**src/hw/dcachePkg.sv**
```systemverilog
package dcachePkg;

  localparam int AddrWidth    = 32;
  localparam int WordWidth    = 64;
  localparam int LineWidth    = 256;
  localparam int BeatsPerLine = 4;
  localparam int NumSets      = 64;
  localparam int NumWays      = 2;

  // address fields from the top are tag, index and offset
  localparam int OffsetWidth  = 5;
  localparam int IndexWidth   = 6;
  localparam int TagWidth     = 21;
  localparam int MaskWidth    = 8;

  typedef enum logic [2:0] {
    Idle,
    Lookup,
    WriteBack,
    RefillReq,
    RefillData,
    Replace
  } cacheState_e;

  typedef enum logic {
    Load,
    Store
  } memOp_e;

  typedef struct packed {
    logic                 valid;
    memOp_e               op;
    logic [AddrWidth-1:0] addr;
    logic [WordWidth-1:0] wrData;
    logic [MaskWidth-1:0] wrMask;
  } cacheReq_t;

  typedef struct packed {
    logic                 done;
    logic [WordWidth-1:0] rdData;
  } cacheResp_t;

  // line-aligned read request
  typedef struct packed {
    logic                 valid;
    logic [AddrWidth-1:0] addr;
  } memRdReq_t;

  typedef struct packed {
    logic                 valid;
    logic [AddrWidth-1:0] addr;
    logic [LineWidth-1:0] line;
  } memWrReq_t;

  // one refill beat
  typedef struct packed {
    logic                 valid;
    logic [WordWidth-1:0] data;
  } memRdResp_t;

  typedef struct packed {
    logic [TagWidth-1:0]   tag;
    logic [IndexWidth-1:0] index;
  } lineAddr_t;

endpackage

```
**src/hw/refillBuffer.sv**
```systemverilog
`timescale 1ns/1ps

module refillBuffer (
  input  logic                            clk,
  input  logic                            rst_n,
  input  logic                            refillActive_i,
  input  dcachePkg::memRdResp_t           beat_i,
  output logic [dcachePkg::LineWidth-1:0] line_o,
  output logic                            lastBeat_o
);

  logic [$clog2(dcachePkg::BeatsPerLine)-1:0] beatCnt;
  logic [dcachePkg::LineWidth-1:0]            lineBuf;
  logic                                       beatTaken;

  assign beatTaken = refillActive_i && beat_i.valid;

  // wraps back to zero after the fourth beat
  always_ff @(posedge clk or negedge rst_n) begin
    if (!rst_n) begin
      beatCnt <= '0;
    end else if (beatTaken) begin
      beatCnt <= beatCnt + 1'b1;
    end
  end

  // lowest beat lands in the lowest word
  always_ff @(posedge clk) begin
    if (beatTaken) begin
      lineBuf[beatCnt*dcachePkg::WordWidth +: dcachePkg::WordWidth] <= beat_i.data;
    end
  end

  assign lastBeat_o = beatTaken && (beatCnt == $bits(beatCnt)'(dcachePkg::BeatsPerLine - 1));
  assign line_o     = lineBuf;

endmodule

```
**config.mk**
```make
export PLATFORM = sky130hd
export DESIGN_NAME = refillBuffer
export DESIGN_NICKNAME = d
export VERILOG_FILES = /design/src/hw/dcachePkg.sv /design/src/hw/refillBuffer.sv
export SDC_FILE = /design/constraint.sdc
export NUM_CORES = 1
export LEC_CHECK = 0
export BUFFER_PORTS_ARGS = -buffer_cell sky130_fd_sc_hd__buf_2
export CAP_MARGIN = 20
export CORE_MARGIN = 5
export CORE_UTILIZATION = 30
export CTS_CLUSTER_DIAMETER = 60
export DETAILED_ROUTE_END_ITERATION = 10
export GPL_TIMING_DRIVEN = 1
export PLACE_DENSITY_LB_ADDON = 0.15
export SLEW_MARGIN = 40
export SYNTH_ARGS = -nofsm -noshare
export SYNTH_HDL_FRONTEND = slang
export SYNTH_SLANG_ARGS = --single-unit
```
**constraint.sdc**
```tcl
create_clock -name clk -period 7.1 [get_ports clk]
set_input_delay 1.42 -clock clk [delete_from_list [all_inputs] [get_ports clk]]
set_output_delay 1.42 -clock clk [all_outputs]
set_load 0.1 [all_outputs]
```
==> qor.yml <==
outcome:
  status: "finished, final reports clean"
final_layout:
  multiInputGateArea_um2: 1830
  layout.area.seq_um2: 7740
  final_layout_size_suffix_gt1_share_pct: 42.5
  synthToLayoutAreaGrowth_pct: 32.3
  antenna_cells: 0
  fillerInstances: 3043
  final_core_utilization_pct: 40.5
  layout.nets: 980
floorplanning:
  pin_count: 325
  fp.dieW_um: 190
  floorplan.core_area_um2: 31700
  die_area_um2: 36100
  core.rowCount: 65
  die_height_um: 190
  initial_utilization_pct: 30.6
sta:
  timing_max_transition_violations_final: 0
  share_of_the_cycle_needed_by_the_critical_path_after_routing_pct: 50.8
  skew_ns: 0.00807
  hold_viol: 0
  fmax_ghz: 0.277
  worst-slew-pin-transition_ns: 0.764
  rsz_0062_raised_after_global_routing: "false"
  setup_violations: 0
  finalCriticalPeriod_ns: 3.61
  max-slew-margin-rel_pct: 49.1
  setup_tns_ns: 0
critical_path:
  critical_path_arrival_ns: 2.19
  worstSetupEndpoint: "lastBeat_o"
  required_ns: 5.68
  worstPathCellList: "buf_2 -> and3_4 -> buf_2"
  cp_class: "in2out"
  path_max_fanout: 5
  reg2reg_from: "beatCnt[0]$_DFFE_PN0P_"
  timing.rr.end: "line_o[145]$_DFFE_PP_"
  worst_setup_path_startpoint: "refillActive_i"
  reg2reg_setup_slack_ns: 3.89
  capturing_element_type_of_the_critical_path: "primary output"
  timing.critical_path.from_type: "input port"
  critPathSlowestCell: "sky130_fd_sc_hd__buf_2"
  critPathMostFrequentCell: "sky130_fd_sc_hd__buf_2"
  crit_path_max_incr_delay_ns: 0.43
  worst_r2r_path_depth: 7
detailed_routing:
  detailedRoute.firstPassIterationCount: 4
  drc: 0
  routedWlPerCell_um: 21.4
  total_wirelength_um: 28500
  ant_nets: 0
  routed-via-count: 6025
  avgViaCountPerCell: 4.53
  detail_route.iter0.violations: 368
global_route:
  antenna_found_initial: 1
  grt.total_usage_pct: 15.2
  grt_first_pass_wirelength_um: 42200
  grt_start_max_net_pins: 78
  gr-total-overflow: 0
  first_global_vias: 6431
pwr:
  power-per-cell-area_nw_per_um2: 448
  power_frac_comb_pct: 39.3
  seq_power_share_pct: 35.2
  power.clock.fraction_pct: 25.4
  peakVddDrop_mv: 0.333
  total_switching_power_mw: 2.50
  cellInternalPower_mw: 3.26
  static-leakage-power_nw: 5.36
  switching_share_pct: 43.4
logic_synthesis:
  mappedNetlistNets: 650
  synth_enable_flop_cells: 256
  synth_common_cells: "sky130_fd_sc_hd__edfxtp_1 (256), sky130_fd_sc_hd__and3_1 (131), sky130_fd_sc_hd__and2_1 (124)"
  cell_area_synth_um2: 9710
  synth.most_common_cell: "sky130_fd_sc_hd__edfxtp_1"
  ys_warn_count: 0
  postSynthCellCount: 577
  async_reset_ff_share_pct: 0.775
  yosysTopAreaCellShare_pct: 79.2
  synth_largest_area_cell: "sky130_fd_sc_hd__edfxtp_1"
  synth_seq_area_share_pct: 79.7
  synth.distinct_cells: 20
  post_synth_main_area_contributors: "sky130_fd_sc_hd__edfxtp_1 (79%), sky130_fd_sc_hd__and3_1 (8.4%), sky130_fd_sc_hd__and2_1 (8.0%)"
  synth_ff_type: "sky130_fd_sc_hd__edfxtp_1"
  number_of_flip_flops_and_latches_in_the_synthesized_netlist: 258
  synth_area_per_cell_um2: 16.8
cts:
  cts.reportedPaths.clkPinSlew_ns: 0.06
  cts_tree: "built"
  cts_htree_levels: 1
  clock_latency_ns: 0.54
  cts-resized-gates: 0
  clock_sink_count: 258
  clk_root_buffer_cell: "sky130_fd_sc_hd__clkbuf_16"
  postCtsSetupRepairBufs: 0
  hold_buffers: 0
  cts-root-to-sink-buffers: 3
  cts_made_buffers: 29
placed_design:
  detailedPlacementHpwl_um: 18900
  routabilityCongestion: 0.727
  port-buffer-count: 324
run:
  max_cap_viol_count: 0
worst_hold_path:
  hold_path_class: "reg2reg"
[metal layers]
metal  up-vias  track usage (%)  share of wire, %
met5         -                0             0.025
met4         2             3.26               1.8
met3        41             6.15                11
met2       244             24.1                45
met1      2948             19.7                42
li1       2790                -                 -
[state kept, by name, summed over array words and instances (netlist names)]
register,flops
line_o,256
beatCnt,2
[placed cells by master (no fill, tap or decap)]
cell / Yosys / routed
sky130_fd_sc_hd__buf_2: 4 / 324
sky130_fd_sc_hd__edfxtp_1: 256 / 256
sky130_fd_sc_hd__and3_1: 131 / 127
sky130_fd_sc_hd__and2_1: 124 / 124
sky130_fd_sc_hd__clkbuf_16: 0 / 29
sky130_fd_sc_hd__clkinvlp_4: 0 / 6
sky130_fd_sc_hd__buf_12: 0 / 6
sky130_fd_sc_hd__buf_4: 0 / 6
sky130_fd_sc_hd__ha_1: 5 / 5
sky130_fd_sc_hd__clkinv_2: 0 / 5
sky130_fd_sc_hd__and3_4: 0 / 4
sky130_fd_sc_hd__nand2_1: 4 / 4
sky130_fd_sc_hd__clkbuf_1: 18 / 4
sky130_fd_sc_hd__nor3_1: 3 / 3
sky130_fd_sc_hd__clkinv_1: 0 / 3
sky130_fd_sc_hd__bufinv_16: 0 / 3
sky130_fd_sc_hd__inv_1: 2 / 2
sky130_fd_sc_hd__nor2b_4: 0 / 2
sky130_fd_sc_hd__dfrtp_1: 2 / 2
sky130_fd_sc_hd__nor2_4: 0 / 1
sky130_fd_sc_hd__and4b_1: 1 / 1
sky130_fd_sc_hd__nor4b_4: 1 / 1
sky130_fd_sc_hd__and4bb_2: 1 / 1
sky130_fd_sc_hd__nand3b_1: 1 / 1
sky130_fd_sc_hd__nor3b_1: 1 / 1
sky130_fd_sc_hd__xnor2_1: 1 / 1
sky130_fd_sc_hd__mux2_2: 1 / 1
sky130_fd_sc_hd__clkinv_4: 0 / 1
sky130_fd_sc_hd__inv_6: 0 / 1
sky130_fd_sc_hd__buf_16: 0 / 1
sky130_fd_sc_hd__buf_8: 0 / 1
sky130_fd_sc_hd__buf_6: 0 / 1
[per-stage QoR]
| stage | worst slack, ns | total power, mW | cell area (µm²) | cells | hold slack [ns] |
|---|---|---|---|---|---|
| floorplan | 2.04 | 3.79 | 9710 | 577 | 0.533 |
| global placement | 3.50 | 4.27 | 11800 | 1270 | 0.577 |
| detailed placement | 3.48 | 4.36 | 11900 | 1278 | 0.565 |
| CTS | 3.48 | 5.84 | 12800 | 1330 | 0.578 |
| global route | 3.46 | 6.02 | 12800 | 1330 | 0.608 |
| finish | 3.49 | 5.76 | 12800 | 1330 | 0.581 |
[worst min-delay path by stage]
stage	start	endpoint	slack, ns	depth (start not counted)
4_1_cts	beatCnt[1]$_DFFE_PN0P_	beatCnt[1]$_DFFE_PN0P_	0.58	1
6_report	beatCnt[1]$_DFFE_PN0P_	beatCnt[1]$_DFFE_PN0P_	0.58	1
3_5_place_dp	beatCnt[1]$_DFFE_PN0P_	beatCnt[1]$_DFFE_PN0P_	0.57	1
5_1_grt	beatCnt[1]$_DFFE_PN0P_	beatCnt[1]$_DFFE_PN0P_	0.61	1
3_3_place_gp	beatCnt[1]$_DFFE_PN0P_	beatCnt[1]$_DFFE_PN0P_	0.58	1
2_1_floorplan	beatCnt[1]$_DFFE_PN0P_	beatCnt[1]$_DFFE_PN0P_	0.53	1
[worst max-delay path, delay by kind of cell]
family	cells	cell delay, ns
buf+inv	2	0.55
simple gates	1	0.22
[cell families (layout without fill, tap and decap cells)]
logic type	after synthesis	after routing	synth area share, %
fa+ha+maj	5	5	0.644
mux	1	1	0.116
buf+inv	42	393	1.91
flops	258	258	79.7
xor+xnor	1	1	0.0902
simple gates	270	270	17.5
[final cells by class]
class | instances | share of cell area, %
clock buffer | 33 | 5.77
clock inverter | 19 | 1.47
inverter | 2 | 0.0584
multi-input combinational | 277 | 14.2
sequential | 258 | 60.2
tap | 402 | 3.92
timing repair buffer | 339 | 14.3
[power by group through the flow]
stage	combinational [mW]	clock (mW)	sequential [mW]
after CTS	2.30	1.51	2.03
final	2.26	1.46	2.03
after global routing	2.39	1.58	2.05
after global placement	2.20	0	2.07
after floorplan	0.647	0	3.14
after detailed placement	2.30	0	2.06
(Power assumes the default switching activity.)
