[src/hw/dcachePkg.sv]
package dcachePkg;

  localparam int AddrWidth    = 32;
  localparam int WordWidth    = 64;
  localparam int LineWidth    = 256;
  localparam int BeatsPerLine = 4;
  localparam int NumSets      = 64;
  localparam int NumWays      = 2;

  // address fields from the top are tag, index and offset
  localparam int OffsetWidth  = 5;
  localparam int IndexWidth   = 6;
  localparam int TagWidth     = 21;
  localparam int MaskWidth    = 8;

  typedef enum logic [2:0] {
    Idle,
    Lookup,
    WriteBack,
    RefillReq,
    RefillData,
    Replace
  } cacheState_e;

  typedef enum logic {
    Load,
    Store
  } memOp_e;

  typedef struct packed {
    logic                 valid;
    memOp_e               op;
    logic [AddrWidth-1:0] addr;
    logic [WordWidth-1:0] wrData;
    logic [MaskWidth-1:0] wrMask;
  } cacheReq_t;

  typedef struct packed {
    logic                 done;
    logic [WordWidth-1:0] rdData;
  } cacheResp_t;

  // line-aligned read request
  typedef struct packed {
    logic                 valid;
    logic [AddrWidth-1:0] addr;
  } memRdReq_t;

  typedef struct packed {
    logic                 valid;
    logic [AddrWidth-1:0] addr;
    logic [LineWidth-1:0] line;
  } memWrReq_t;

  // one refill beat
  typedef struct packed {
    logic                 valid;
    logic [WordWidth-1:0] data;
  } memRdResp_t;

  typedef struct packed {
    logic [TagWidth-1:0]   tag;
    logic [IndexWidth-1:0] index;
  } lineAddr_t;

endpackage

[src/hw/cacheCtrl.sv]
`timescale 1ns/1ps

module cacheCtrl (
  input  logic                                       clk,
  input  logic                                       rst_n,
  input  dcachePkg::cacheReq_t                       req_i,
  input  logic                                       hit_i,
  input  logic                                       hitWay_i,
  input  logic                                       victimDirty_i,
  input  logic [dcachePkg::TagWidth-1:0]             victimTag_i,
  input  logic                                       lastBeat_i,
  input  logic                                       memRdReady_i,
  input  logic                                       memWrReady_i,
  output logic                                       ready_o,
  output logic                                       done_o,
  output dcachePkg::lineAddr_t                       reqAddr_o,
  output logic [$clog2(dcachePkg::BeatsPerLine)-1:0] wordSel_o,
  output logic [$clog2(dcachePkg::MaskWidth)-1:0]    byteOff_o,
  output logic [dcachePkg::WordWidth-1:0]            storeData_o,
  output logic [dcachePkg::MaskWidth-1:0]            storeMask_o,
  output logic                                       storeEn_o,
  output logic                                       fillEn_o,
  output logic                                       way_o,
  output dcachePkg::memRdReq_t                       memRdReq_o,
  output logic [dcachePkg::AddrWidth-1:0]            memWrAddr_o,
  output logic                                       memWrValid_o,
  output logic                                       refillActive_o
);

  dcachePkg::cacheState_e stateQ;
  dcachePkg::cacheState_e stateD;
  dcachePkg::cacheReq_t   reqQ;
  logic [15:0]            lfsrQ;
  logic                   victimQ;
  logic                   accept;
  logic                   inLookup;

  assign accept   = (stateQ == dcachePkg::Idle) && req_i.valid;
  assign inLookup = (stateQ == dcachePkg::Lookup);

  // request payload held for the whole miss path
  always_ff @(posedge clk) begin
    if (accept) begin
      reqQ <= req_i;
    end
  end

  always_ff @(posedge clk or negedge rst_n) begin
    if (!rst_n) begin
      stateQ <= dcachePkg::Idle;
    end else begin
      stateQ <= stateD;
    end
  end

  always_comb begin
    stateD = stateQ;
    case (stateQ)
      dcachePkg::Idle: begin
        if (req_i.valid) begin
          stateD = dcachePkg::Lookup;
        end
      end
      dcachePkg::Lookup: begin
        if (hit_i) begin
          stateD = dcachePkg::Idle;
        end else if (victimDirty_i) begin
          stateD = dcachePkg::WriteBack;
        end else begin
          stateD = dcachePkg::RefillReq;
        end
      end
      dcachePkg::WriteBack: begin
        if (memWrReady_i) begin
          stateD = dcachePkg::RefillReq;
        end
      end
      dcachePkg::RefillReq: begin
        if (memRdReady_i) begin
          stateD = dcachePkg::RefillData;
        end
      end
      dcachePkg::RefillData: begin
        if (lastBeat_i) begin
          stateD = dcachePkg::Replace;
        end
      end
      // retry the lookup, which now hits
      dcachePkg::Replace: stateD = dcachePkg::Lookup;
      default: stateD = dcachePkg::Idle;
    endcase
  end

  // LFSR on x^16 + x^14 + x^13 + x^11 + 1 steps once per lookup
  always_ff @(posedge clk or negedge rst_n) begin
    if (!rst_n) begin
      lfsrQ   <= 16'hace1;
      victimQ <= 1'b0;
    end else if (inLookup) begin
      lfsrQ <= {lfsrQ[14:0], lfsrQ[15] ^ lfsrQ[13] ^ lfsrQ[12] ^ lfsrQ[10]};
      if (!hit_i) begin
        victimQ <= lfsrQ[0];
      end
    end
  end

  // hit way on a hit, otherwise the victim being chosen or already held
  always_comb begin
    if (inLookup) begin
      way_o = hit_i ? hitWay_i : lfsrQ[0];
    end else begin
      way_o = victimQ;
    end
  end

  assign ready_o   = (stateQ == dcachePkg::Idle);
  assign done_o    = inLookup && hit_i;
  assign storeEn_o = inLookup && hit_i && (reqQ.op == dcachePkg::Store);
  assign fillEn_o  = (stateQ == dcachePkg::Replace);

  assign reqAddr_o.tag   = reqQ.addr[dcachePkg::AddrWidth-1 -: dcachePkg::TagWidth];
  assign reqAddr_o.index = reqQ.addr[dcachePkg::OffsetWidth +: dcachePkg::IndexWidth];
  assign wordSel_o       = reqQ.addr[dcachePkg::OffsetWidth-1 -: $bits(wordSel_o)];
  assign byteOff_o       = reqQ.addr[$bits(byteOff_o)-1:0];
  assign storeData_o     = reqQ.wrData;
  assign storeMask_o     = reqQ.wrMask;

  // memory strobes are levels held until ready
  assign memRdReq_o.valid = (stateQ == dcachePkg::RefillReq);
  assign memRdReq_o.addr  = {reqAddr_o.tag, reqAddr_o.index, {dcachePkg::OffsetWidth{1'b0}}};
  assign memWrValid_o     = (stateQ == dcachePkg::WriteBack);
  assign memWrAddr_o      = {victimTag_i, reqAddr_o.index, {dcachePkg::OffsetWidth{1'b0}}};
  assign refillActive_o   = (stateQ == dcachePkg::RefillData);

endmodule

[config.mk]
export PLATFORM = sky130hd
export DESIGN_NAME = cacheCtrl
export DESIGN_NICKNAME = d
export VERILOG_FILES = /design/src/hw/dcachePkg.sv /design/src/hw/cacheCtrl.sv
export SDC_FILE = /design/constraint.sdc
export NUM_CORES = 1
export LEC_CHECK = 0
export BUFFER_PORTS_ARGS = -buffer_cell sky130_fd_sc_hd__buf_2
export CORE_ASPECT_RATIO = 0.5
export CORE_MARGIN = 1.5
export CORE_UTILIZATION = 35
export CTS_BUF_LIST = sky130_fd_sc_hd__clkbuf_8 sky130_fd_sc_hd__clkbuf_16
export CTS_CLUSTER_DIAMETER = 30
export DETAILED_ROUTE_END_ITERATION = 12
export PLACE_DENSITY = 0.66
export SLEW_MARGIN = 15
export SYNTH_ARGS = -nofsm -noshare
export SYNTH_HDL_FRONTEND = slang
export SYNTH_SLANG_ARGS = --single-unit
[constraint.sdc]
create_clock -name clk -period 3.9 [get_ports clk]
set_input_delay 0.78 -clock clk [delete_from_list [all_inputs] [get_ports clk]]
set_output_delay 0.78 -clock clk [all_outputs]
set_load 0.01 [all_outputs]
==> results.txt, run 1 <==
----------------------------------------------------
[Die]
  Number of ports placed on the die boundary ... 311
  Number of placement rows ... 31
  Die Footprint ... 16100 µm²
  Horizontal die dimension ... 178 µm
  Core Area ... 14700 µm²
  Initial Util ... 36.4%
  Die height ... 90.6 µm

[Global routing]
  Gr ovfl total ... 0
  Global-route wire length before repair ... 14.8 mm
  Vias in the first global route ... 2697
  Maximum number of pins on one net before global-route repair ... 57
  GRT Util Overall ... 12.6%
  Antenna violations before repair ... 1

[Placed design]
  Detailed Place HPWL ... 7.64 mm
  # placed instances ... 642
  I/O Buffers ... 258
  Final estimated routing congestion in global placement ... 0.734

[Yosys]
  Register area share after synthesis ... 68.2%
  Number of instances in the synthesized netlist ... 348
  Seq cells post-synth ... 125
  Number of different library cells in the post-synthesis netlist ... 26
  Post-synthesis average cell area ... 15.4 µm²
  Yosys warnings ... 0
  Cell area after synthesis ... 5370 µm²

[Clock network]
  TritonCTS clock tree ... yes
  Clock-pin slew on the worst setup and hold paths ... 50 ps
  Post-CTS Resized ... 0
  Insertion delay of the later-clocked pin in the worst-skew pair ... 400 ps
  Count of hold buffers inserted by post-cts repair ... 0
  Number of buffers added by the clock tree synthesis step ... 17
  Post-CTS Setup Inserts ... 0
  CTS HTree Levels ... 4
  Maximum clock path buffer count ... 2
  Clock root buffer ... clkbuf_16
  TritonCTS sink count ... 125

[Setup path]
  Cell-by-cell trace of the critical path ... nor3b_4 > buf_4 > nor2_1 > a21oi_1 > buf_2
  Terminus of the critical flop-to-flop path ... storeData_o[33]
  Length in cells of the worst reg-to-reg path ... 3
  Cell at the slowest stage of the critical path ... dfrtp_1
  Critical path data required time ... 3120 ps
  Worst reg2reg path startpoint ... stateQ[2]
  Reg-to-reg setup timing slack ... 1730 ps
  Top fanout value on the critical path ... 22
  Critical path's largest stage delay ... 490 ps
  CP Launch Point ... stateQ[0]
  Worst setup SP type ... flip-flop
  Worst setup EP type ... output port
  Arrival time at the worst endpoint ... 1730 ps
  Setup CP Type ... reg2out

[STA]
  Worst Max-Slew Pin Slew ... 677 ps
  Final slew viol count ... 0
  Maximum clock frequency ... 0.399 GHz
  Post-Route Setup TNS ... 0 ps
  Hold violation count in the final report ... 0
  Relative max-transition margin ... 54.9%
  Setup violation total in the final timing report ... 0
  Period Utilization, post-route ... 64.3%
  Largest clock skew in the final design ... 9.69 ps
  Setup repair after global routing missed its margin ... false
  Fin crit period ... 2510 ps

[Cells and area]
  Fraction of final layout cells with drive strength greater than 1 ... 66.0%
  Net count reported at finish ... 598
  Leading cell types in the layout, fill and taps excluded ... buf_2 (258), edfxtp_1 (105), clkbuf_16 (17)
  Area overhead of the layout relative to synthesis ... 16.6%
  Most common library cell in the layout ignoring fill and taps ... buf_2
  Final Instance Count excl. Fillers ... 675

[Status]
  Run status ... complete, no violations

[Detailed routing]
  Iteration-0 DRC count of the detailed router ... 99
  DR WL/cell ... 15.2 µm
  DR vias/cell ... 3.96
  Number of routed nets with antenna violations ... 0
  Detailed-route DRC error count ... 0
  Number of iterations in the first detailed-routing pass ... 4
  Detailed-route wire length ... 10.2 mm
  Vias ... 2672

[Flow run]
  Max-cap viol count ... 0

[Pwr]
  P per Cell Area ... 717 nW/µm²
  Static power due to leakage ... 2.70 nW
  Worst IR Drop VDD ... 0.000285 V

[Worst hold path]
  Hold crit path type ... in2async

----------------------------------------------------
==> report_power, final <==
| part | switching [W] | internal (W) | total [W] |
|---|---|---|---|
| Sequential | 0.000143 | 0.00185 | 0.00199 |
| Combinational | 0.000522 | 0.000429 | 0.000951 |
| Clock | 0.000542 | 0.00100 | 0.00154 |
| Total | 0.00121 | 0.00328 | 0.00449 |
==> layer usage <==
layer / GRT usage [%] / part of all wire (%)
met5: 0 / 0
met3: 3.20 / 4.7
met4: 7.22 / 2.5
met2: 23.7 / 58
met1: 12.4 / 35
==> final cells by class <==
| class | instances | area [µm²] |
|---|---|---|
| diodes | 1 | 2.50 |
| clock buffers | 21 | 480 |
| clock inverters | 11 | 115 |
| fillers | 1408 | 8480 |
| inverters | 1 | 3.75 |
| multi-input cells | 58 | 429 |
| flip-flops and latches | 125 | 3660 |
| well taps | 198 | 248 |
| repair buffers | 260 | 1320 |
==> synth_stat cells <==
cell type | number | area share [%]
buf_4 | 168 | 23
edfxtp_1 | 105 | 59
mux2_2 | 14 | 2.9
dfrtp_1 | 12 | 5.6
dfstp_2 | 8 | 3.9
nor2_1 | 6 | 0.42
a21oi_1 | 4 | 0.37
buf_6 | 4 | 0.84
nor3b_1 | 3 | 0.42
xnor2_1 | 3 | 0.49
and2_1 | 2 | 0.23
mux2_1 | 2 | 0.42
nand2_1 | 2 | 0.14
nand2b_1 | 2 | 0.23
o21bai_1 | 2 | 0.28
a221oi_1 | 1 | 0.16
and2b_1 | 1 | 0.14
and3_1 | 1 | 0.12
buf_2 | 1 | 0.093
conb_1 | 1 | 0.070
inv_1 | 1 | 0.070
mux2i_1 | 1 | 0.19
nor3_1 | 1 | 0.093
nor3b_4 | 1 | 0.35
o31ai_1 | 1 | 0.14
or3_1 | 1 | 0.12
==> through the flow <==
| stage | total power, W | setup slack (ps) | instance area, µm² | hold WS, ps | utilization [%] |
|---|---|---|---|---|---|
| detailed placement | 0.00299 | 1680 | 5660 | 473 | 38.4 |
| global placement | 0.00296 | 1710 | 5660 | 463 | 38.4 |
| floorplan | 0.00295 | 48.2 | 5410 | 452 | - |
| CTS | 0.00456 | 1360 | 6260 | 320 | 42.5 |
| global route | 0.00471 | 1230 | 6260 | 343 | 42.5 |
| finish | 0.00449 | 1390 | 6260 | 322 | 42.5 |
==> state kept, by name (all words and copies together) (netlist names) <==
register,cells
memRdReq_o,27
stateQ,3
storeMask_o,8
victimQ,1
wordSel_o,2
storeData_o,64
reqQ,1
byteOff_o,3
lfsrQ,16
==> critical path: cells and delay by family, from the launching register on <==
family | cells | cell delay (ps)
AO/OA/AOI/OAI | 1 | 110
buffers and inverters | 2 | 430
AND/OR/NAND/NOR | 2 | 300
flip-flops | 1 | 490
==> cell families after synthesis <==
family / synth area share, %
simple gates: 2.26
xor+xnor: 0.489
other cells: 0.0698
flops: 68.2
mux: 3.54
buf+inv: 24.5
compound gates: 0.955
==> worst max-delay path by stage <==
stage | endpoint | cells past startpoint
after floorplan | byteOff_o[0] | 3
after global placement | memRdReq_o[22] | 3
after detailed placement | storeData_o[23] | 3
after CTS | way_o | 5
after global routing | way_o | 5
final | way_o | 5
(Power assumes the default switching activity.)
==> run 2: changes to the inputs <==
==> constraint.sdc (replaced) <==
create_clock -name clk -period 2.5 [get_ports clk]
set_input_delay 0.5 -clock clk [delete_from_list [all_inputs] [get_ports clk]]
set_output_delay 0.5 -clock clk [all_outputs]
set_load 0.01 [all_outputs]
==> run 2 against run 1 <==
Utilization is 0.20 points higher; cell count increased by 0.15%; clock power is 59% higher; power increased by 58%; clock skew is 0.95 ps higher; routed wire length grew 1.3%; sequential power rose by 56%; largest cell class unchanged.
==> results.txt, run 2 (synthesis gave the netlist of run 1 again) <==
----------------------------------------------------
[Status]
  Run status ... complete, no violations

[Pwr]
  Static power due to leakage ... 2.71 nW
  P per Cell Area ... 1130 nW/µm²
  Worst IR Drop VDD ... 0.000505 V

[Global routing]
  Gr ovfl total ... 0
  Global-route wire length before repair ... 14.7 mm
  Vias in the first global route ... 2612
  GRT Util Overall ... 12.7%
  Antenna violations before repair ... 0
  Maximum number of pins on one net before global-route repair ... 39

[Placed design]
  Final estimated routing congestion in global placement ... 0.758
  # placed instances ... 644
  Detailed Place HPWL ... 7.93 mm
  I/O Buffers ... 258
  Worst-case setup slack after placement ... 642 ps

[STA]
  Final slew viol count ... 0
  Worst-case setup margin in the final layout ... 446 ps
  Setup violation total in the final timing report ... 0
  Hold violation count in the final report ... 0
  Largest clock skew in the final design ... 10.6 ps
  Hold_ws ... 26.7 ps
  Post-Route Setup TNS ... 0 ps
  Period Utilization, post-route ... 82.2%
  Fin crit period ... 2050 ps
  Maximum clock frequency ... 0.487 GHz
  Setup repair after global routing missed its margin ... false

[Setup path]
  Top fanout value on the critical path ... 12
  Arrival time at the worst endpoint ... 1550 ps
  Setup CP Type ... reg2out
  Reg-to-reg setup timing slack ... 640 ps
  Critical path data required time ... 2000 ps
  Worst setup EP type ... output port
  Worst setup SP type ... flip-flop

[Detailed routing]
  Number of routed nets with antenna violations ... 0
  Number of iterations in the first detailed-routing pass ... 4
  Detailed-route wire length ... 10.4 mm
  Iteration-0 DRC count of the detailed router ... 122
  Detailed-route DRC error count ... 0
  DR WL/cell ... 15.3 µm
  DR vias/cell ... 3.92
  Vias ... 2649

[Cells and area]
  Post-layout utilization of the core ... 42.7%
  Fraction of final layout cells with drive strength greater than 1 ... 66.1%
  Area overhead of the layout relative to synthesis ... 17.1%
  Leading cell types in the layout, fill and taps excluded ... buf_2 (258), edfxtp_1 (105), clkbuf_16 (17)
  Net count reported at finish ... 600
  Final Instance Count excl. Fillers ... 676
  Most common library cell in the layout ignoring fill and taps ... buf_2
  Max FFs per register ... 64
  ANT cells ... 0
  # fillers ... 1400

[Clock network]
  Number of buffers added by the clock tree synthesis step ... 17
  CTS HTree Levels ... 4
  Post-CTS Setup Inserts ... 0
  Post-CTS Resized ... 0
  Maximum clock path buffer count ... 2
  Clock-pin slew on the worst setup and hold paths ... 60 ps
  TritonCTS sink count ... 125
  Count of hold buffers inserted by post-cts repair ... 0
  Clock root buffer ... clkbuf_16
  Insertion delay of the later-clocked pin in the worst-skew pair ... 400 ps
  TritonCTS clock tree ... yes

[Die]
  Core Area ... 14700 µm²
  Die height ... 90.6 µm
  Number of placement rows ... 31
  Initial Util ... 36.4%
  Number of ports placed on the die boundary ... 311
  Die Footprint ... 16100 µm²
  Horizontal die dimension ... 178 µm

[Worst hold path]
  Hold crit path type ... in2async

[Flow run]
  Max-cap viol count ... 0

----------------------------------------------------
## run 2: final cells by class
cell class	instances	area (µm²)	area share, %
Inverter	1	3.75	0.0597
Multi-Input combinational cell	58	429	6.82
Clock buffer	17	425	6.76
Sequential cell	125	3660	58.2
Timing Repair Buffer	262	1350	21.4
Clock inverter	15	174	2.77
Tap cell	198	248	3.94
## run 2: worst paths after layout
path / start / to / cells past startpoint
min in group clk: req_i[23] / storeData_o[15] / 1
min: rst_n / lfsrQ[12] / 1
max in group asynchronous: rst_n / lfsrQ[6] / 1
min reg2reg: lfsrQ[1] / lfsrQ[1] / 1
max: stateQ[1] / storeEn_o / 3
max reg2reg: stateQ[2] / storeData_o[3] / 3
## run 2: report_power, final
group / leakage, nW / internal [W] / switching [W]
combinational: 1.24 / 0.000695 / 0.000824
sequential: 1.20 / 0.00288 / 0.000220
clock: 0.272 / 0.00156 / 0.000894
total: 2.71 / 0.00514 / 0.00194
## run 2: critical path: stages, from the launching register on
cell,delay (ps)
dfrtp_1,510
nor3b_4,320
and3_1,190
buf_2,130
## run 2: metal layers
metal | GRT usage, % | vias to the layer above | part of all wire [%]
met3 | 4.12 | 18 | 4.5
met1 | 13.3 | 1297 | 38
met4 | 5.83 | 0 | 1.2
li1 | - | 1254 | -
met5 | 0 | - | 0
met2 | 23.2 | 80 | 57
## run 2: through the flow
step / power (W) / area [µm²]
final: 0.00708 / 6290
after global routing: 0.00744 / 6290
after CTS: 0.00718 / 6290
after detailed placement: 0.00470 / 5690
after global placement: 0.00465 / 5690
after floorplan: 0.00457 / 5410
